`config.mk`:
```
export PLATFORM = sky130hd
export DESIGN_NAME = repetition_decoder
export DESIGN_NICKNAME = d
export VERILOG_FILES = /design/src/decoder_pkg.sv /design/src/min_root_select.sv /design/src/processing_unit.sv /design/src/edge_growth.sv /design/src/stage_controller.sv /design/src/repetition_decoder.sv
export VERILOG_INCLUDE_DIRS = /design/src /design/src/include
export SDC_FILE = /design/constraint.sdc
export NUM_CORES = 1
export LEC_CHECK = 0
export BUFFER_PORTS_ARGS = -buffer_cell sky130_fd_sc_hd__buf_2
export CAP_MARGIN = 20
export CELL_PAD_IN_SITES_DETAIL_PLACEMENT = 1
export CELL_PAD_IN_SITES_GLOBAL_PLACEMENT = 1
export CORE_MARGIN = 3
export CORE_UTILIZATION = 40
export DETAILED_ROUTE_END_ITERATION = 16
export PLACE_DENSITY = 0.76
export SLEW_MARGIN = 0
export SYNTH_ARGS = -nofsm -noshare
export SYNTH_HDL_FRONTEND = slang
export SYNTH_SLANG_ARGS = --single-unit
```
`constraint.sdc`:
```
create_clock -name clk -period 11.7 [get_ports clk]
set_clock_uncertainty 0.2 [all_clocks]
set_input_delay 0.585 -clock clk [delete_from_list [all_inputs] [get_ports clk]]
set_output_delay 0.585 -clock clk [all_outputs]
set_load 0.01 [all_outputs]
```
`src/include/decoder_macros.svh`:
```
`ifndef DECODER_MACROS_SVH
`define DECODER_MACROS_SVH

`define CHAIN_LENGTH 8
`define ADDRESS_WIDTH 3
`define NEIGHBOR_COUNT 2 // 0 is left, 1 is right
`define GROWTH_LIMIT 2
`define STAGE_WIDTH 3

// Word that one unit exposes to one neighbour
`define EXP_ROOT 0
`define EXP_PARENT (`ADDRESS_WIDTH)
`define EXP_ODD (`ADDRESS_WIDTH + 1)
`define EXP_PARITY (`ADDRESS_WIDTH + 2)
`define EXP_BOUNDARY (`ADDRESS_WIDTH + 3)
`define EXP_PEEL_DONE (`ADDRESS_WIDTH + 4)
`define EXP_PEEL_M (`ADDRESS_WIDTH + 5)
`define EXP_PEEL_PARITY_DONE (`ADDRESS_WIDTH + 6)
`define EXPOSED_DATA_SIZE (`ADDRESS_WIDTH + 7)

`endif

```
`src/decoder_pkg.sv`:
```
`include "decoder_macros.svh"

package decoder_pkg;

    typedef enum logic [`STAGE_WIDTH-1:0] {
        STAGE_IDLE,
        STAGE_MEASUREMENT_PREPARING,
        STAGE_MEASUREMENT_LOADING,
        STAGE_GROW,
        STAGE_MERGE,
        STAGE_PEELING,
        STAGE_RESULT
    } stage_t;

endpackage

```
`src/min_root_select.sv`:
```
`timescale 1ns/10ps
`include "decoder_macros.svh"

module min_root_select (
    input  logic [`NEIGHBOR_COUNT*`ADDRESS_WIDTH-1:0] values,
    input  logic [`NEIGHBOR_COUNT-1:0]                valids,
    output logic [`ADDRESS_WIDTH-1:0]                 result,
    output logic [`NEIGHBOR_COUNT-1:0]                output_valids
);

    logic found;

    always_comb begin
        result = '0;
        found = 1'b0;
        for (int i = 0; i < `NEIGHBOR_COUNT; i++) begin
            if (valids[i] && (!found || values[i*`ADDRESS_WIDTH +: `ADDRESS_WIDTH] < result)) begin
                result = values[i*`ADDRESS_WIDTH +: `ADDRESS_WIDTH];
                found = 1'b1;
            end
        end
        // Every valid channel carrying the minimum is marked
        for (int i = 0; i < `NEIGHBOR_COUNT; i++) begin
            output_valids[i] = valids[i] &&
                               (values[i*`ADDRESS_WIDTH +: `ADDRESS_WIDTH] == result);
        end
    end

endmodule

```
`src/processing_unit.sv`:
```
`timescale 1ns/10ps
`include "decoder_macros.svh"

module processing_unit #(
    parameter ADDRESS = 0
) (
    input  logic                                         clk,
    input  logic                                         reset,
    input  logic                                         measurement,
    input  decoder_pkg::stage_t                          global_stage,
    input  logic [`NEIGHBOR_COUNT-1:0]                   neighbor_fully_grown,
    input  logic [`NEIGHBOR_COUNT-1:0]                   neighbor_is_boundary,
    output logic                                         neighbor_increase,
    output logic [`NEIGHBOR_COUNT-1:0]                   neighbor_is_error,
    input  logic [`NEIGHBOR_COUNT*`EXPOSED_DATA_SIZE-1:0] input_data,
    output logic [`NEIGHBOR_COUNT*`EXPOSED_DATA_SIZE-1:0] output_data,
    output logic                                         odd,
    output logic [`ADDRESS_WIDTH-1:0]                    root,
    output logic                                         busy
);

    localparam int W = `EXPOSED_DATA_SIZE;

    logic [`NEIGHBOR_COUNT*`ADDRESS_WIDTH-1:0] neighbor_root;
    logic [`NEIGHBOR_COUNT-1:0] neighbor_parent_vector; // Neighbour names me as parent
    logic [`NEIGHBOR_COUNT-1:0] parent_odd;
    logic [`NEIGHBOR_COUNT-1:0] child_parity;
    logic [`NEIGHBOR_COUNT-1:0] child_boundary;
    logic [`NEIGHBOR_COUNT-1:0] child_peel_done;
    logic [`NEIGHBOR_COUNT-1:0] child_peel_m;
    logic [`NEIGHBOR_COUNT-1:0] parent_peel_parity_done;

    logic [`NEIGHBOR_COUNT-1:0] parent_vector;
    logic [`NEIGHBOR_COUNT-1:0] odd_to_children;
    logic cluster_parity;
    logic cluster_boundary;
    logic peeling_complete;
    logic peeling_m;
    logic peeling_parity_completed;

    for (genvar i = 0; i < `NEIGHBOR_COUNT; i++) begin : g_side
        assign neighbor_root[i*`ADDRESS_WIDTH +: `ADDRESS_WIDTH] =
            input_data[i*W + `EXP_ROOT +: `ADDRESS_WIDTH];
        assign neighbor_parent_vector[i]  = input_data[i*W + `EXP_PARENT];
        assign parent_odd[i]              = input_data[i*W + `EXP_ODD];
        assign child_parity[i]            = input_data[i*W + `EXP_PARITY];
        assign child_boundary[i]          = input_data[i*W + `EXP_BOUNDARY];
        assign child_peel_done[i]         = input_data[i*W + `EXP_PEEL_DONE];
        assign child_peel_m[i]            = input_data[i*W + `EXP_PEEL_M];
        assign parent_peel_parity_done[i] = input_data[i*W + `EXP_PEEL_PARITY_DONE];

        assign output_data[i*W + `EXP_ROOT +: `ADDRESS_WIDTH] = root;
        assign output_data[i*W + `EXP_PARENT]           = parent_vector[i];
        assign output_data[i*W + `EXP_ODD]              = odd_to_children[i];
        assign output_data[i*W + `EXP_PARITY]           = cluster_parity;
        assign output_data[i*W + `EXP_BOUNDARY]         = cluster_boundary;
        assign output_data[i*W + `EXP_PEEL_DONE]        = peeling_complete;
        assign output_data[i*W + `EXP_PEEL_M]           = peeling_m;
        assign output_data[i*W + `EXP_PEEL_PARITY_DONE] = peeling_parity_completed;
    end

    function automatic logic [`NEIGHBOR_COUNT-1:0] lowest_first(
        input logic [`NEIGHBOR_COUNT-1:0] v
    );
        return v & (~v + 1'b1);
    endfunction

    decoder_pkg::stage_t stage;
    decoder_pkg::stage_t last_stage;

    always_ff @(posedge clk) begin
        if (reset) begin
            stage <= decoder_pkg::STAGE_IDLE;
            last_stage <= decoder_pkg::STAGE_IDLE;
        end else begin
            stage <= global_stage;
            last_stage <= stage;
        end
    end

    logic in_loading;
    logic in_merge;
    logic in_peeling;
    assign in_loading = (stage == decoder_pkg::STAGE_MEASUREMENT_LOADING);
    assign in_merge   = (stage == decoder_pkg::STAGE_MERGE);
    assign in_peeling = (stage == decoder_pkg::STAGE_PEELING);

    // Syndrome is only valid alongside start, so keep sampling while idle
    logic m;
    always_ff @(posedge clk) begin
        if (reset) begin
            m <= 1'b0;
        end else if (global_stage == decoder_pkg::STAGE_IDLE) begin
            m <= measurement;
        end
    end

    assign neighbor_increase = odd && (stage == decoder_pkg::STAGE_GROW) &&
                               (last_stage != decoder_pkg::STAGE_GROW);

    logic [`ADDRESS_WIDTH-1:0] sel_root;
    logic [`NEIGHBOR_COUNT-1:0] sel_valids;
    logic root_move;

    min_root_select u_min_root (
        .values(neighbor_root),
        .valids(neighbor_fully_grown & ~neighbor_is_boundary),
        .result(sel_root),
        .output_valids(sel_valids)
    );

    assign root_move = (|sel_valids) && (sel_root < root);

    always_ff @(posedge clk) begin
        if (reset || in_loading) begin
            root <= `ADDRESS_WIDTH'(ADDRESS);
            parent_vector <= '0;
        end else if (in_merge && root_move) begin
            root <= sel_root;
            parent_vector <= sel_valids; // Follow the smaller root
        end
    end

    logic next_parity;
    logic next_boundary;
    logic has_parent;
    logic parent_is_odd;
    logic merge_odd;
    assign next_parity   = (^(neighbor_parent_vector & child_parity)) ^ m;
    assign next_boundary = (|(neighbor_parent_vector & child_boundary)) | (|neighbor_is_boundary);
    assign has_parent    = |parent_vector;
    assign parent_is_odd = |(parent_vector & parent_odd);
    assign merge_odd     = has_parent ? parent_is_odd : (next_parity & ~next_boundary);

    always_ff @(posedge clk) begin
        if (reset) begin
            cluster_parity <= 1'b0;
            cluster_boundary <= 1'b0;
        end else if (in_loading) begin
            cluster_parity <= m;
            cluster_boundary <= 1'b0;
        end else if (in_merge) begin
            cluster_parity <= next_parity;
            cluster_boundary <= next_boundary;
        end
    end

    // The root decides oddness; peeling sends it down toward the boundary
    always_ff @(posedge clk) begin
        if (reset) begin
            odd <= 1'b0;
            odd_to_children <= '0;
        end else if (in_loading) begin
            odd <= m;
            odd_to_children <= {`NEIGHBOR_COUNT{m}};
        end else if (in_merge) begin
            odd <= merge_odd;
            odd_to_children <= {`NEIGHBOR_COUNT{merge_odd}};
        end else if (in_peeling) begin
            if (has_parent ? !parent_is_odd : !next_parity) begin
                odd <= 1'b0;
                odd_to_children <= '0;
            end else if (|neighbor_is_boundary) begin
                odd <= 1'b1; // Boundary edge takes the defect
                odd_to_children <= '0;
            end else begin
                odd <= !has_parent;
                odd_to_children <= lowest_first(neighbor_parent_vector & child_boundary);
            end
        end
    end

    always_ff @(posedge clk) begin
        if (reset || in_loading) begin
            peeling_parity_completed <= 1'b0;
        end else if (in_peeling) begin
            peeling_parity_completed <= !has_parent ||
                                        (|(parent_vector & parent_peel_parity_done));
        end
    end

    logic peel_pending;
    assign peel_pending = (|(neighbor_parent_vector & ~child_peel_done)) ||
                          !peeling_parity_completed;

    always_ff @(posedge clk) begin
        if (reset || in_loading) begin
            peeling_complete <= 1'b0;
        end else if (in_peeling) begin
            peeling_complete <= !peel_pending;
        end
    end

    always_ff @(posedge clk) begin
        if (reset) begin
            peeling_m <= 1'b0;
        end else if (in_peeling && last_stage != decoder_pkg::STAGE_PEELING) begin
            peeling_m <= m;
        end else if (in_peeling && !peel_pending) begin
            peeling_m <= m ^ (^(neighbor_parent_vector & child_peel_m)) ^ odd;
        end
    end

    // Children with leftover parity and the boundary side when odd
    assign neighbor_is_error = (in_peeling && !peel_pending) ?
        ((neighbor_parent_vector & child_peel_m) |
         (odd ? lowest_first(neighbor_is_boundary) : '0)) : '0;

    always_ff @(posedge clk) begin
        if (reset) begin
            busy <= 1'b0;
        end else if (in_merge) begin
            busy <= root_move || (next_parity != cluster_parity) ||
                    (next_boundary != cluster_boundary) || (merge_odd != odd);
        end else if (in_peeling) begin
            busy <= peel_pending;
        end
    end

    assert property (@(posedge clk) disable iff (reset) $onehot0(parent_vector));

    // Controller is still peeling or just moved on to the result
    assert property (@(posedge clk) disable iff (reset)
        |neighbor_is_error |-> global_stage == decoder_pkg::STAGE_PEELING ||
                               global_stage == decoder_pkg::STAGE_RESULT);

endmodule

```
`src/edge_growth.sv`:
```
`timescale 1ns/10ps
`include "decoder_macros.svh"

module edge_growth (
    input  logic                clk,
    input  logic                reset,
    input  decoder_pkg::stage_t global_stage,
    input  logic [1:0]          increase,
    output logic                fully_grown,
    input  logic [1:0]          error_mark,
    output logic                correction
);

    localparam int COUNT_WIDTH = $clog2(`GROWTH_LIMIT + 1);

    logic [COUNT_WIDTH-1:0] count;
    logic [COUNT_WIDTH:0]   count_sum;
    logic                   clear;

    assign clear = (global_stage == decoder_pkg::STAGE_MEASUREMENT_LOADING);
    assign count_sum = count + increase[0] + increase[1]; // Both sides may grow at once

    always_ff @(posedge clk) begin
        if (reset || clear) begin
            count <= '0;
            correction <= 1'b0;
        end else begin
            if (count_sum > `GROWTH_LIMIT) begin
                count <= COUNT_WIDTH'(`GROWTH_LIMIT);
            end else begin
                count <= count_sum[COUNT_WIDTH-1:0];
            end
            correction <= correction | (|error_mark); // Sticky until next load
        end
    end

    assign fully_grown = (count == COUNT_WIDTH'(`GROWTH_LIMIT));

    assert property (@(posedge clk) disable iff (reset) count <= `GROWTH_LIMIT);

endmodule

```
`src/stage_controller.sv`:
```
`timescale 1ns/10ps
`include "decoder_macros.svh"

module stage_controller (
    input  logic                clk,
    input  logic                reset,
    input  logic                start,
    input  logic                any_busy,
    input  logic                any_odd,
    output decoder_pkg::stage_t global_stage,
    output logic                done,
    output logic                busy
);

    // Units register the stage, so their busy flags lag by two cycles
    localparam logic [1:0] SETTLE_CYCLES = 2'd2;

    logic [1:0] settle_count;
    logic       settled;

    assign settled = (settle_count == SETTLE_CYCLES);

    always_ff @(posedge clk) begin
        if (reset) begin
            global_stage <= decoder_pkg::STAGE_IDLE;
            settle_count <= '0;
            done <= 1'b0;
            busy <= 1'b0;
        end else begin
            done <= 1'b0;
            case (global_stage)
                decoder_pkg::STAGE_IDLE: begin
                    if (start) begin
                        global_stage <= decoder_pkg::STAGE_MEASUREMENT_PREPARING;
                        busy <= 1'b1;
                    end
                end
                decoder_pkg::STAGE_MEASUREMENT_PREPARING: begin
                    global_stage <= decoder_pkg::STAGE_MEASUREMENT_LOADING;
                end
                decoder_pkg::STAGE_MEASUREMENT_LOADING: begin
                    global_stage <= decoder_pkg::STAGE_GROW;
                end
                decoder_pkg::STAGE_GROW: begin
                    global_stage <= decoder_pkg::STAGE_MERGE;
                end
                decoder_pkg::STAGE_MERGE: begin
                    if (!settled) begin
                        settle_count <= settle_count + 1'b1;
                    end else if (!any_busy) begin
                        settle_count <= '0;
                        global_stage <= any_odd ? decoder_pkg::STAGE_GROW
                                                : decoder_pkg::STAGE_PEELING;
                    end
                end
                decoder_pkg::STAGE_PEELING: begin
                    if (!settled) begin
                        settle_count <= settle_count + 1'b1;
                    end else if (!any_busy) begin
                        settle_count <= '0;
                        global_stage <= decoder_pkg::STAGE_RESULT;
                        done <= 1'b1;
                    end
                end
                default: begin // Result
                    global_stage <= decoder_pkg::STAGE_IDLE;
                    busy <= 1'b0;
                end
            endcase
        end
    end

    assert property (@(posedge clk) disable iff (reset)
        done |-> global_stage == decoder_pkg::STAGE_RESULT &&
                 $past(global_stage) == decoder_pkg::STAGE_PEELING);

endmodule

```
`src/repetition_decoder.sv`:
```
`timescale 1ns/10ps
`include "decoder_macros.svh"

module repetition_decoder (
    input  logic                     clk,
    input  logic                     reset,
    input  logic                     start,
    input  logic [`CHAIN_LENGTH-1:0] syndrome,
    output logic                     done,
    output logic                     busy,
    output wire  [`CHAIN_LENGTH:0]   correction
);

    localparam int CL = `CHAIN_LENGTH;
    localparam int W  = 2 * `EXPOSED_DATA_SIZE;

    decoder_pkg::stage_t global_stage;

    wire [CL-1:0] unit_busy;
    wire [CL-1:0] unit_odd;
    wire [CL-1:0] unit_increase;
    wire [CL-1:0] error_left;  // Unit k marks edge k
    wire [CL-1:0] error_right; // Unit k marks edge k+1
    wire [CL:0]   edge_full;

    // Unit k sits at index k+1; the ends stand in for missing neighbours
    wire [CL+1:0][W-1:0] unit_word;
    assign unit_word[0]    = '0;
    assign unit_word[CL+1] = '0;

    stage_controller u_controller (
        .clk(clk),
        .reset(reset),
        .start(start),
        .any_busy(|unit_busy),
        .any_odd(|unit_odd),
        .global_stage(global_stage),
        .done(done),
        .busy(busy)
    );

    for (genvar k = 0; k < CL; k++) begin : g_unit
        processing_unit #(
            .ADDRESS(k)
        ) u_unit (
            .clk(clk),
            .reset(reset),
            .measurement(syndrome[k]),
            .global_stage(global_stage),
            .neighbor_fully_grown({edge_full[k+1] & (k != CL-1), edge_full[k] & (k != 0)}),
            .neighbor_is_boundary({edge_full[k+1] & (k == CL-1), edge_full[k] & (k == 0)}),
            .neighbor_increase(unit_increase[k]),
            .neighbor_is_error({error_right[k], error_left[k]}),
            .input_data({unit_word[k+2][`EXPOSED_DATA_SIZE-1:0],
                         unit_word[k][W-1:`EXPOSED_DATA_SIZE]}),
            .output_data(unit_word[k+1]),
            .odd(unit_odd[k]),
            .root(),
            .busy(unit_busy[k])
        );
    end

    // Edge j lies between unit j-1 and unit j
    wire [CL:0] increase_from_left  = {unit_increase, 1'b0};
    wire [CL:0] increase_from_right = {1'b0, unit_increase};
    wire [CL:0] error_from_left     = {error_right, 1'b0};
    wire [CL:0] error_from_right    = {1'b0, error_left};

    for (genvar j = 0; j <= CL; j++) begin : g_edge
        edge_growth u_edge (
            .clk(clk),
            .reset(reset),
            .global_stage(global_stage),
            .increase({increase_from_right[j], increase_from_left[j]}),
            .fully_grown(edge_full[j]),
            .error_mark({error_from_right[j], error_from_left[j]}),
            .correction(correction[j])
        );
    end

endmodule

```
==> flow_metrics.py, run 1 <==
metrics = {
    "worst_hold_path": {
        "worstHoldPathCells": 3,
        "hold_class": "input pin to flip-flop",
    },
    "logic_synthesis": {
        "synth-simple-area-share": 0.208,
        "yosysTopAreaCell": "dfxtp_1",
        "synthAdderAreaFrac": 0.0692,
        "synth_area_sq_um": 9620,
        "netlist_top_cells_area": "dfxtp_1 (32%), nor2_1 (5.7%), nand2_1 (5.5%), ha_1 (5.5%), a21oi_1 (4.0%)",
        "synth_cells": 1207,
        "synth_mux_area_frac": 0.0272,
        "ys.flop_type": "dfxtp_1",
        "synth_xor_area_frac": 0.0656,
        "ys_ff_latch": 156,
        "syn-num-nets": 1267,
        "yosysWarnings": 0,
        "synth_top_area_share": 0.325,
        "synth_compound_area_frac": 0.245,
        "async_reset_ff_frac": 0,
        "yosysSeqAreaShare": 0.325,
        "synth_top_family_by_area": "compound AO/OA/AOI/OAI gates",
        "synth_edf_count": 0,
        "syn_avg_cell_area_sq_um": 7.97,
        "synth_cell_type_count": 83,
    },
    "layout": {
        "fin_util": 0.443,
        "multi_input_area_sq_um": 5930,
        "seqCellArea_sq_um": 3120,
        "fill_cells": 2938,
        "diodes": 0,
        "fin_nets": 1238,
        "layout_commonest_cell": "dfxtp_1",
        "drive_gt1_frac": 0.0689,
        "mostFrequentLayoutCells": "dfxtp_1 (156), nor2_1 (144), nand2_1 (140), a21oi_1 (77), inv_1 (67)",
        "area_growth_pct": 8.39,
    },
    "clock_network": {
        "cts_root_buffer": "clkbuf_16",
        "cts_max_path_buffers": 2,
        "clk_transition_reported_paths_ns": 0.06,
        "clk_latency_ns": 0.43,
        "numCtsBuffers": 17,
        "cts_setup_buffers": 0,
        "cts-resized-gates": 0,
        "tritoncts": "done",
        "cts.sinks": 156,
        "cts_max_level": 4,
        "ctsHoldBuffers": 0,
    },
    "routing": {
        "postRouteAntennaNets": 0,
        "wire_per_inst_microns": 20.0,
        "avgViaCountPerCell": 5.87,
        "first_pass_iters": 5,
        "first_iter_violations": 559,
        "totalWireLength_mm": 30.2,
        "via_count": 8865,
        "drc_errors": 0,
    },
    "worst_setup_path": {
        "cp-end-kind": "flip-flop",
        "start_kind": "flip-flop",
        "path_buf_inv": 0,
        "critPathMaxFanout": 7,
        "crit_family": "simple AND/OR/NAND/NOR gates",
        "crit_type": "flip-flop to flip-flop",
        "crit_required_ns": 11.79,
        "reg2reg_depth": 14,
        "crit_path_top_delay_cell": "nor2b_1",
        "path_cells": "nor2b_1 -> nand2_1 -> ha_1 -> a21oi_1 -> o22ai_1 -> nor2_1 -> mux2i_1 -> ha_1 -> o21a_1 -> o311ai_0 -> o22ai_1 -> nor3b_2 -> mux2i_1 -> nor2_1",
        "path_depth": 14,
        "cp_slowest_stage_delay_ns": 0.46,
        "crit_arrival_ns": 4.35,
    },
    "power": {
        "sw_frac_of_total": 0.274,
        "internal-power_w": 0.000866,
        "p_sw_w": 0.000327,
        "comb_power_share": 0.100,
        "power_density_nw_per_um2": 114,
        "ir_drop_uv": 58.6,
        "p_clk_frac": 0.423,
        "p_leak_nw": 4.09,
        "pwr-share-seq": 0.476,
    },
    "placed_design": {
        "place.gp.congestion": 0.852,
        "io_buffers": 21,
        "dpl.hpwl_mm": 21.8,
    },
    "floorplanning": {
        "fp.dieH_microns": 161,
        "fp-row-count": 56,
        "start_util": 0.409,
        "ios": 22,
        "die-area_sq_um": 25900,
        "core_area_sq_um": 23500,
        "die_w_microns": 161,
    },
    "timing": {
        "relSlewSlack": 0.337,
        "slew_viol_final": 0,
        "setup_viol": 0,
        "fin_crit_ns": 4.26,
        "whs_ns": 0.187,
        "tightestPinTransition_ns": 0.989,
        "timing.fmax_mhz": 235,
        "finalHoldViolations": 0,
        "rsz0062_at_grt": "false",
        "period_share": 0.364,
        "tns_ns": 0,
    },
    "run": {
        "maxCapViolCount": 0,
    },
    "global_route": {
        "globalRouteTotalUtil": 0.236,
        "grt-ovfl-total": 0,
        "grt_pass1_wl_mm": 49.7,
        "grt_pass1_vias": 9327,
        "grt_max_degree": 51,
        "antenna_found_initial": 0,
    },
    "outcome": {
        "status": "finished, final reports clean",
    },
}
[layer usage]
| layer | vias up | global-route usage | routed length, microns |
|---|---|---|---|
| li1 | 4244 | - | - |
| met1 | 4430 | 0.313 | 14200 |
| met2 | 148 | 0.402 | 14500 |
| met3 | 43 | 0.0374 | 991 |
| met4 | 0 | 0.0587 | 523 |
| met5 | - | 0 | 0 |
[cell usage after synthesis, drive strengths merged, types with 7 or more instances]
library cell	n
o211ai	7
a21oi	77
clkbuf	69
buf	11
dfxtp	156
a22oi	24
ha	42
nand2b	21
a21o	10
and3	14
nor3	17
nand2	143
fa	7
inv	67
a22o	15
o2111ai	7
a211oi	23
xor2	17
nor2b	12
a221oi	8
o21a	8
o31ai	8
o22ai	22
o21ai	54
a31oi	12
a2111oi	8
xnor2	39
nand3	15
nor2	146
nor4	11
mux2i	25
[per-stage QoR]
| stage | worst slack (ns) | power [W] | instance area, sq um | instances |
|---|---|---|---|---|
| after global routing | 6.99 | 0.00124 | 10400 | 1509 |
| final | 7.44 | 0.00119 | 10400 | 1509 |
| after floorplan | 8.05 | 0.000656 | 9620 | 1207 |
| after CTS | 7.44 | 0.00120 | 10400 | 1508 |
| after global placement | 7.61 | 0.000692 | 9880 | 1477 |
| after detailed placement | 7.44 | 0.000695 | 9880 | 1477 |
[path summary, 6_finish.rpt]
kind	startpoint	slack [ns]	to
setup / recovery	g_edge[4].u_edge.count[1]	7.44	g_unit[4].u_unit.root[1]
hold / removal	syndrome[1]	0.19	g_unit[1].u_unit.m
setup reg to reg	g_edge[4].u_edge.count[1]	7.44	g_unit[4].u_unit.root[1]
hold reg to reg	g_edge[8].u_edge.correction	0.27	g_edge[8].u_edge.correction
[worst register-to-register path, delay by kind of cell (launching register included)]
kind,cells,cell delay [ns]
adders and majority gates,2,0.64
DFF,1,0.40
AOI/OAI and AO/OA,5,1.02
muxes,2,0.52
and+or+nand+nor,5,1.35
[power by group through the flow]
stage                     Sequential, W  Clock, W  Combinational (W)
after floorplan                0.000567         0          0.0000890
after global placement         0.000579         0           0.000113
after detailed placement       0.000579         0           0.000116
after CTS                      0.000567  0.000513           0.000117
after global routing           0.000570  0.000536           0.000132
final                          0.000568  0.000505           0.000120
[state kept, by name, indices dropped and copies added (netlist names)]
| register | flops |
|---|---|
| g_edge.u_edge.correction | 9 |
| g_edge.u_edge.count | 18 |
| g_unit.u_unit.busy | 8 |
| g_unit.u_unit.cluster_boundary | 8 |
| g_unit.u_unit.cluster_parity | 8 |
| g_unit.u_unit.last_stage | 3 |
| g_unit.u_unit.m | 8 |
| g_unit.u_unit.odd | 8 |
| g_unit.u_unit.odd_to_children | 14 |
| g_unit.u_unit.parent_vector | 14 |
| g_unit.u_unit.peeling_complete | 8 |
| g_unit.u_unit.peeling_m | 8 |
| g_unit.u_unit.peeling_parity_completed | 8 |
| g_unit.u_unit.root | 24 |
| g_unit.u_unit.stage | 3 |
| u_controller.busy | 1 |
| u_controller.done | 1 |
| u_controller.global_stage | 3 |
| u_controller.settle_count | 2 |
[cell type report]
cell class                      instances  area share
Sequential cell                       156       0.300
Clock inverter                         12     0.00732
Multi-Input combinational cell        904       0.568
Inverter                               67      0.0241
Clock buffer                           19      0.0425
Tap cell                              319      0.0383
Timing Repair Buffer                   32      0.0199
[cells by family (layout without fill, tap and decap cells)]
group           count (synthesis)  after routing
compound gates                341            341
xor+xnor                       62             62
fa+ha+maj                      49             49
buf+inv                       147            130
flops                         156            156
mux                            26             26
simple gates                  426            426
Note: power is estimated with default switching activity, not from simulation.
==> run 2: changes to the inputs <==
--- a/config.mk
+++ b/config.mk
@@ -6,6 +6,7 @@
 export SDC_FILE = /design/constraint.sdc
 export NUM_CORES = 1
 export LEC_CHECK = 0
+export ABC_AREA = 1
 export BUFFER_PORTS_ARGS = -buffer_cell sky130_fd_sc_hd__buf_2
 export CAP_MARGIN = 20
 export CELL_PAD_IN_SITES_DETAIL_PLACEMENT = 1
@@ -13,7 +14,7 @@
 export CORE_MARGIN = 3
 export CORE_UTILIZATION = 40
 export DETAILED_ROUTE_END_ITERATION = 16
-export PLACE_DENSITY = 0.76
+export PLACE_DENSITY = 0.81
 export SLEW_MARGIN = 0
 export SYNTH_ARGS = -nofsm -noshare
 export SYNTH_HDL_FRONTEND = slang
==> constraint.sdc (replaced) <==
create_clock -name clk -period 3.8 [get_ports clk]
set_clock_uncertainty 0.2 [all_clocks]
set_input_delay 0.19 -clock clk [delete_from_list [all_inputs] [get_ports clk]]
set_output_delay 0.19 -clock clk [all_outputs]
set_load 0.01 [all_outputs]
==> run 2 against run 1 <==
Clock power increased to 3.5 times the previous value; flip-flop and latch count unchanged; utilization increased by 0.94 points; register-to-register slack worse by 7.0 ns; critical endpoint is now g_unit[4].u_unit.parent_vector[0]; sequential share of layout area fell by 1.8 points; sequential power grew to 3.6 times the previous value; clock-buffer cell count is 1 higher.
==> flow_metrics.py, run 2 <==
metrics = {
    "outcome": {
        "status": "finished, final reports clean",
    },
    "floorplanning": {
        "fp-row-count": 57,
        "core_area_sq_um": 24500,
        "start_util": 0.410,
        "fp.dieH_microns": 165,
        "ios": 22,
        "die_w_microns": 165,
        "die-area_sq_um": 27100,
    },
    "layout": {
        "area_growth_pct": 10.2,
        "mostFrequentLayoutCells": "nand2_1 (317), inv_1 (211), dfxtp_1 (156), nor2_1 (131), nand3_1 (123)",
        "regMostFlops": "g_unit.u_unit.root",
        "fin_nets": 1559,
        "largest_registers": "g_unit.u_unit.root x24, g_edge.u_edge.count x18",
        "drive_gt1_frac": 0.0899,
        "fill_cells": 3256,
        "fin_util": 0.452,
        "diodes": 0,
        "largest_register_ffs": 24,
        "layout_commonest_cell": "nand2_1",
    },
    "timing": {
        "rsz0062_at_grt": "false",
        "setup_viol": 0,
        "tns_ns": 0,
        "period_share": 0.884,
        "fin_crit_ns": 3.36,
        "timing.fmax_mhz": 298,
        "finalHoldViolations": 0,
        "slew_viol_final": 0,
        "relSlewSlack": 0.413,
        "tightestPinTransition_ns": 0.873,
    },
    "logic_synthesis": {
        "synth_edf_count": 0,
        "ys.flop_type": "dfxtp_1",
        "ys_ff_latch": 156,
        "yosysTopAreaCell": "dfxtp_1",
        "synth_cell_type_count": 49,
        "yosysSeqAreaShare": 0.310,
        "synth_area_sq_um": 10100,
        "syn_avg_cell_area_sq_um": 6.77,
        "synth_most_common_cell": "nand2_1",
        "synth_cells": 1487,
        "yosysWarnings": 0,
        "synth_top_area_share": 0.310,
        "async_reset_ff_frac": 0,
        "synthTopCellsByCount": "nand2_1 (317), inv_1 (211), dfxtp_1 (156), nor2_1 (131), nand3_1 (123)",
        "netlist_top_cells_area": "dfxtp_1 (31%), nand2_1 (12%), inv_1 (7.9%), nand3_1 (6.1%), a21oi_1 (5.6%)",
        "syn-num-nets": 1547,
    },
    "global_route": {
        "grt_pass1_vias": 10300,
        "globalRouteTotalUtil": 0.241,
        "grt-ovfl-total": 0,
        "grt_max_degree": 46,
        "antenna_found_initial": 0,
        "grt_pass1_wl_mm": 52.6,
    },
    "clock_network": {
        "cts_root_buffer": "clkbuf_16",
        "clk_latency_ns": 0.43,
        "tritoncts": "done",
        "clk_transition_reported_paths_ns": 0.06,
        "cts_max_path_buffers": 2,
        "numCtsBuffers": 17,
        "cts_max_level": 4,
        "cts.sinks": 156,
        "cts_setup_buffers": 0,
    },
    "worst_setup_path": {
        "path_buf_inv": 3,
        "cp-end-kind": "flip-flop",
        "rr_endpoint": "g_unit[4].u_unit.parent_vector[0]",
        "path_cells": "inv_2 -> nor2_4 -> inv_1 -> nor2_1 -> inv_1 -> ha_1 -> a21oi_1 -> nand2_1 -> nand2_4 -> nand2_4 -> nand2_1 -> nand2_1 -> ha_1 -> nand2_1 -> nand2_1 -> a21boi_4 -> nand2_2 -> nand2_1 -> nand2_1 -> nor2_1",
        "r2r-start": "g_edge[4].u_edge.count[1]",
        "r2r_slack_ns": 0.44,
        "crit_type": "flip-flop to flip-flop",
        "crit_arrival_ns": 3.52,
        "crit_family": "simple AND/OR/NAND/NOR gates",
        "cp_slowest_stage_delay_ns": 0.37,
        "crit_path_top_delay_cell": "dfxtp_1",
        "crit_required_ns": 3.96,
        "start_kind": "flip-flop",
        "reg2reg_depth": 20,
        "critPathMaxFanout": 12,
        "cp_common_cell": "nand2_1",
    },
    "worst_hold_path": {
        "holdPathEnd": "g_edge[2].u_edge.correction",
        "hold_class": "flip-flop to flip-flop",
        "hold_start": "g_edge[2].u_edge.correction",
        "worstHoldPathCells": 2,
    },
    "routing": {
        "first_pass_iters": 5,
        "first_iter_violations": 560,
        "drc_errors": 0,
        "postRouteAntennaNets": 0,
        "wire_per_inst_microns": 17.4,
        "via_count": 9978,
        "avgViaCountPerCell": 5.43,
        "totalWireLength_mm": 31.9,
    },
    "power": {
        "power_density_nw_per_um2": 470,
        "power_w": 0.00522,
        "p_leak_nw": 4.98,
        "ir_drop_uv": 373,
    },
    "run": {
        "maxCapViolCount": 0,
    },
    "placed_design": {
        "io_buffers": 21,
        "dpl.hpwl_mm": 23.7,
        "place.gp.congestion": 0.902,
    },
}
[run 2: worst min-delay path, stage by stage, from the launching register on]
cell      delay (ns)
dfxtp_1         0.32
o21bai_1        0.07
inv_1           0.04
[run 2: layout make-up]
type                       instances  area (sq um)  area share
inverter                         221           830      0.0748
clock buffer                      20           437      0.0394
multi-input combinational       1055          5810       0.523
tap                              324           405      0.0365
clock inverter                    12           148      0.0133
sequential                       156          3120       0.281
timing repair buffer              48           348      0.0313
[run 2: power by group]
group          switching [W]  total [W]  leakage [nW]  internal [W]
clock               0.000716    0.00175         0.284       0.00103
sequential          0.000191    0.00203          1.26       0.00184
combinational       0.000981    0.00144          3.43      0.000463
[run 2: how the worst max path moves through the flow]
stage,cells after the start,from,slack (ns),endpoint
3_5_place_dp,20,g_edge[4].u_edge.count[1],0.54,g_unit[4].u_unit.parent_vector[0]
2_1_floorplan,20,g_edge[4].u_edge.count[1],0.95,g_unit[4].u_unit.parent_vector[0]
4_1_cts,19,g_edge[4].u_edge.count[1],0.46,g_unit[4].u_unit.parent_vector[0]
3_3_place_gp,17,g_edge[3].u_edge.count[0],0.75,g_unit[3].u_unit.root[2]
5_1_grt,20,g_edge[4].u_edge.count[1],0.13,g_unit[4].u_unit.parent_vector[0]
6_report,20,g_edge[4].u_edge.count[1],0.44,g_unit[4].u_unit.parent_vector[0]
[run 2: routing by layer]
| layer | GRT usage | up-vias | wire length (microns) | part of all wire |
|---|---|---|---|---|
| met4 | 0.0797 | 0 | 754 | 0.024 |
| li1 | - | 4873 | - | - |
| met3 | 0.0293 | 55 | 964 | 0.030 |
| met2 | 0.414 | 173 | 15500 | 0.48 |
| met5 | 0 | - | 0 | 0 |
| met1 | 0.313 | 4877 | 14700 | 0.46 |
[run 2: cell families after synthesis]
| logic type | share of synthesized area |
|---|---|
| compound gates | 0.171 |
| xor+xnor | 0.0374 |
| fa+ha+maj | 0.0661 |
| buf+inv | 0.113 |
| flops | 0.310 |
| simple gates | 0.302 |
[run 2: stage by stage]
stage / area, sq um / setup WS, ns / hold WS [ns] / std cells
after floorplan: 10100 / 0.954 / 0.125 / 1487
after global placement: 10400 / 0.751 / 0.222 / 1793
after detailed placement: 10400 / 0.536 / 0.230 / 1793
after CTS: 11100 / 0.463 / 0.270 / 1836
after global routing: 11100 / 0.126 / 0.293 / 1836
final: 11100 / 0.440 / 0.265 / 1836
[run 2: what timing repair did]
item	CTS	global route
gates resized for setup	0	0
endpoints found under the hold margin	16	0
hold buffers	11	0
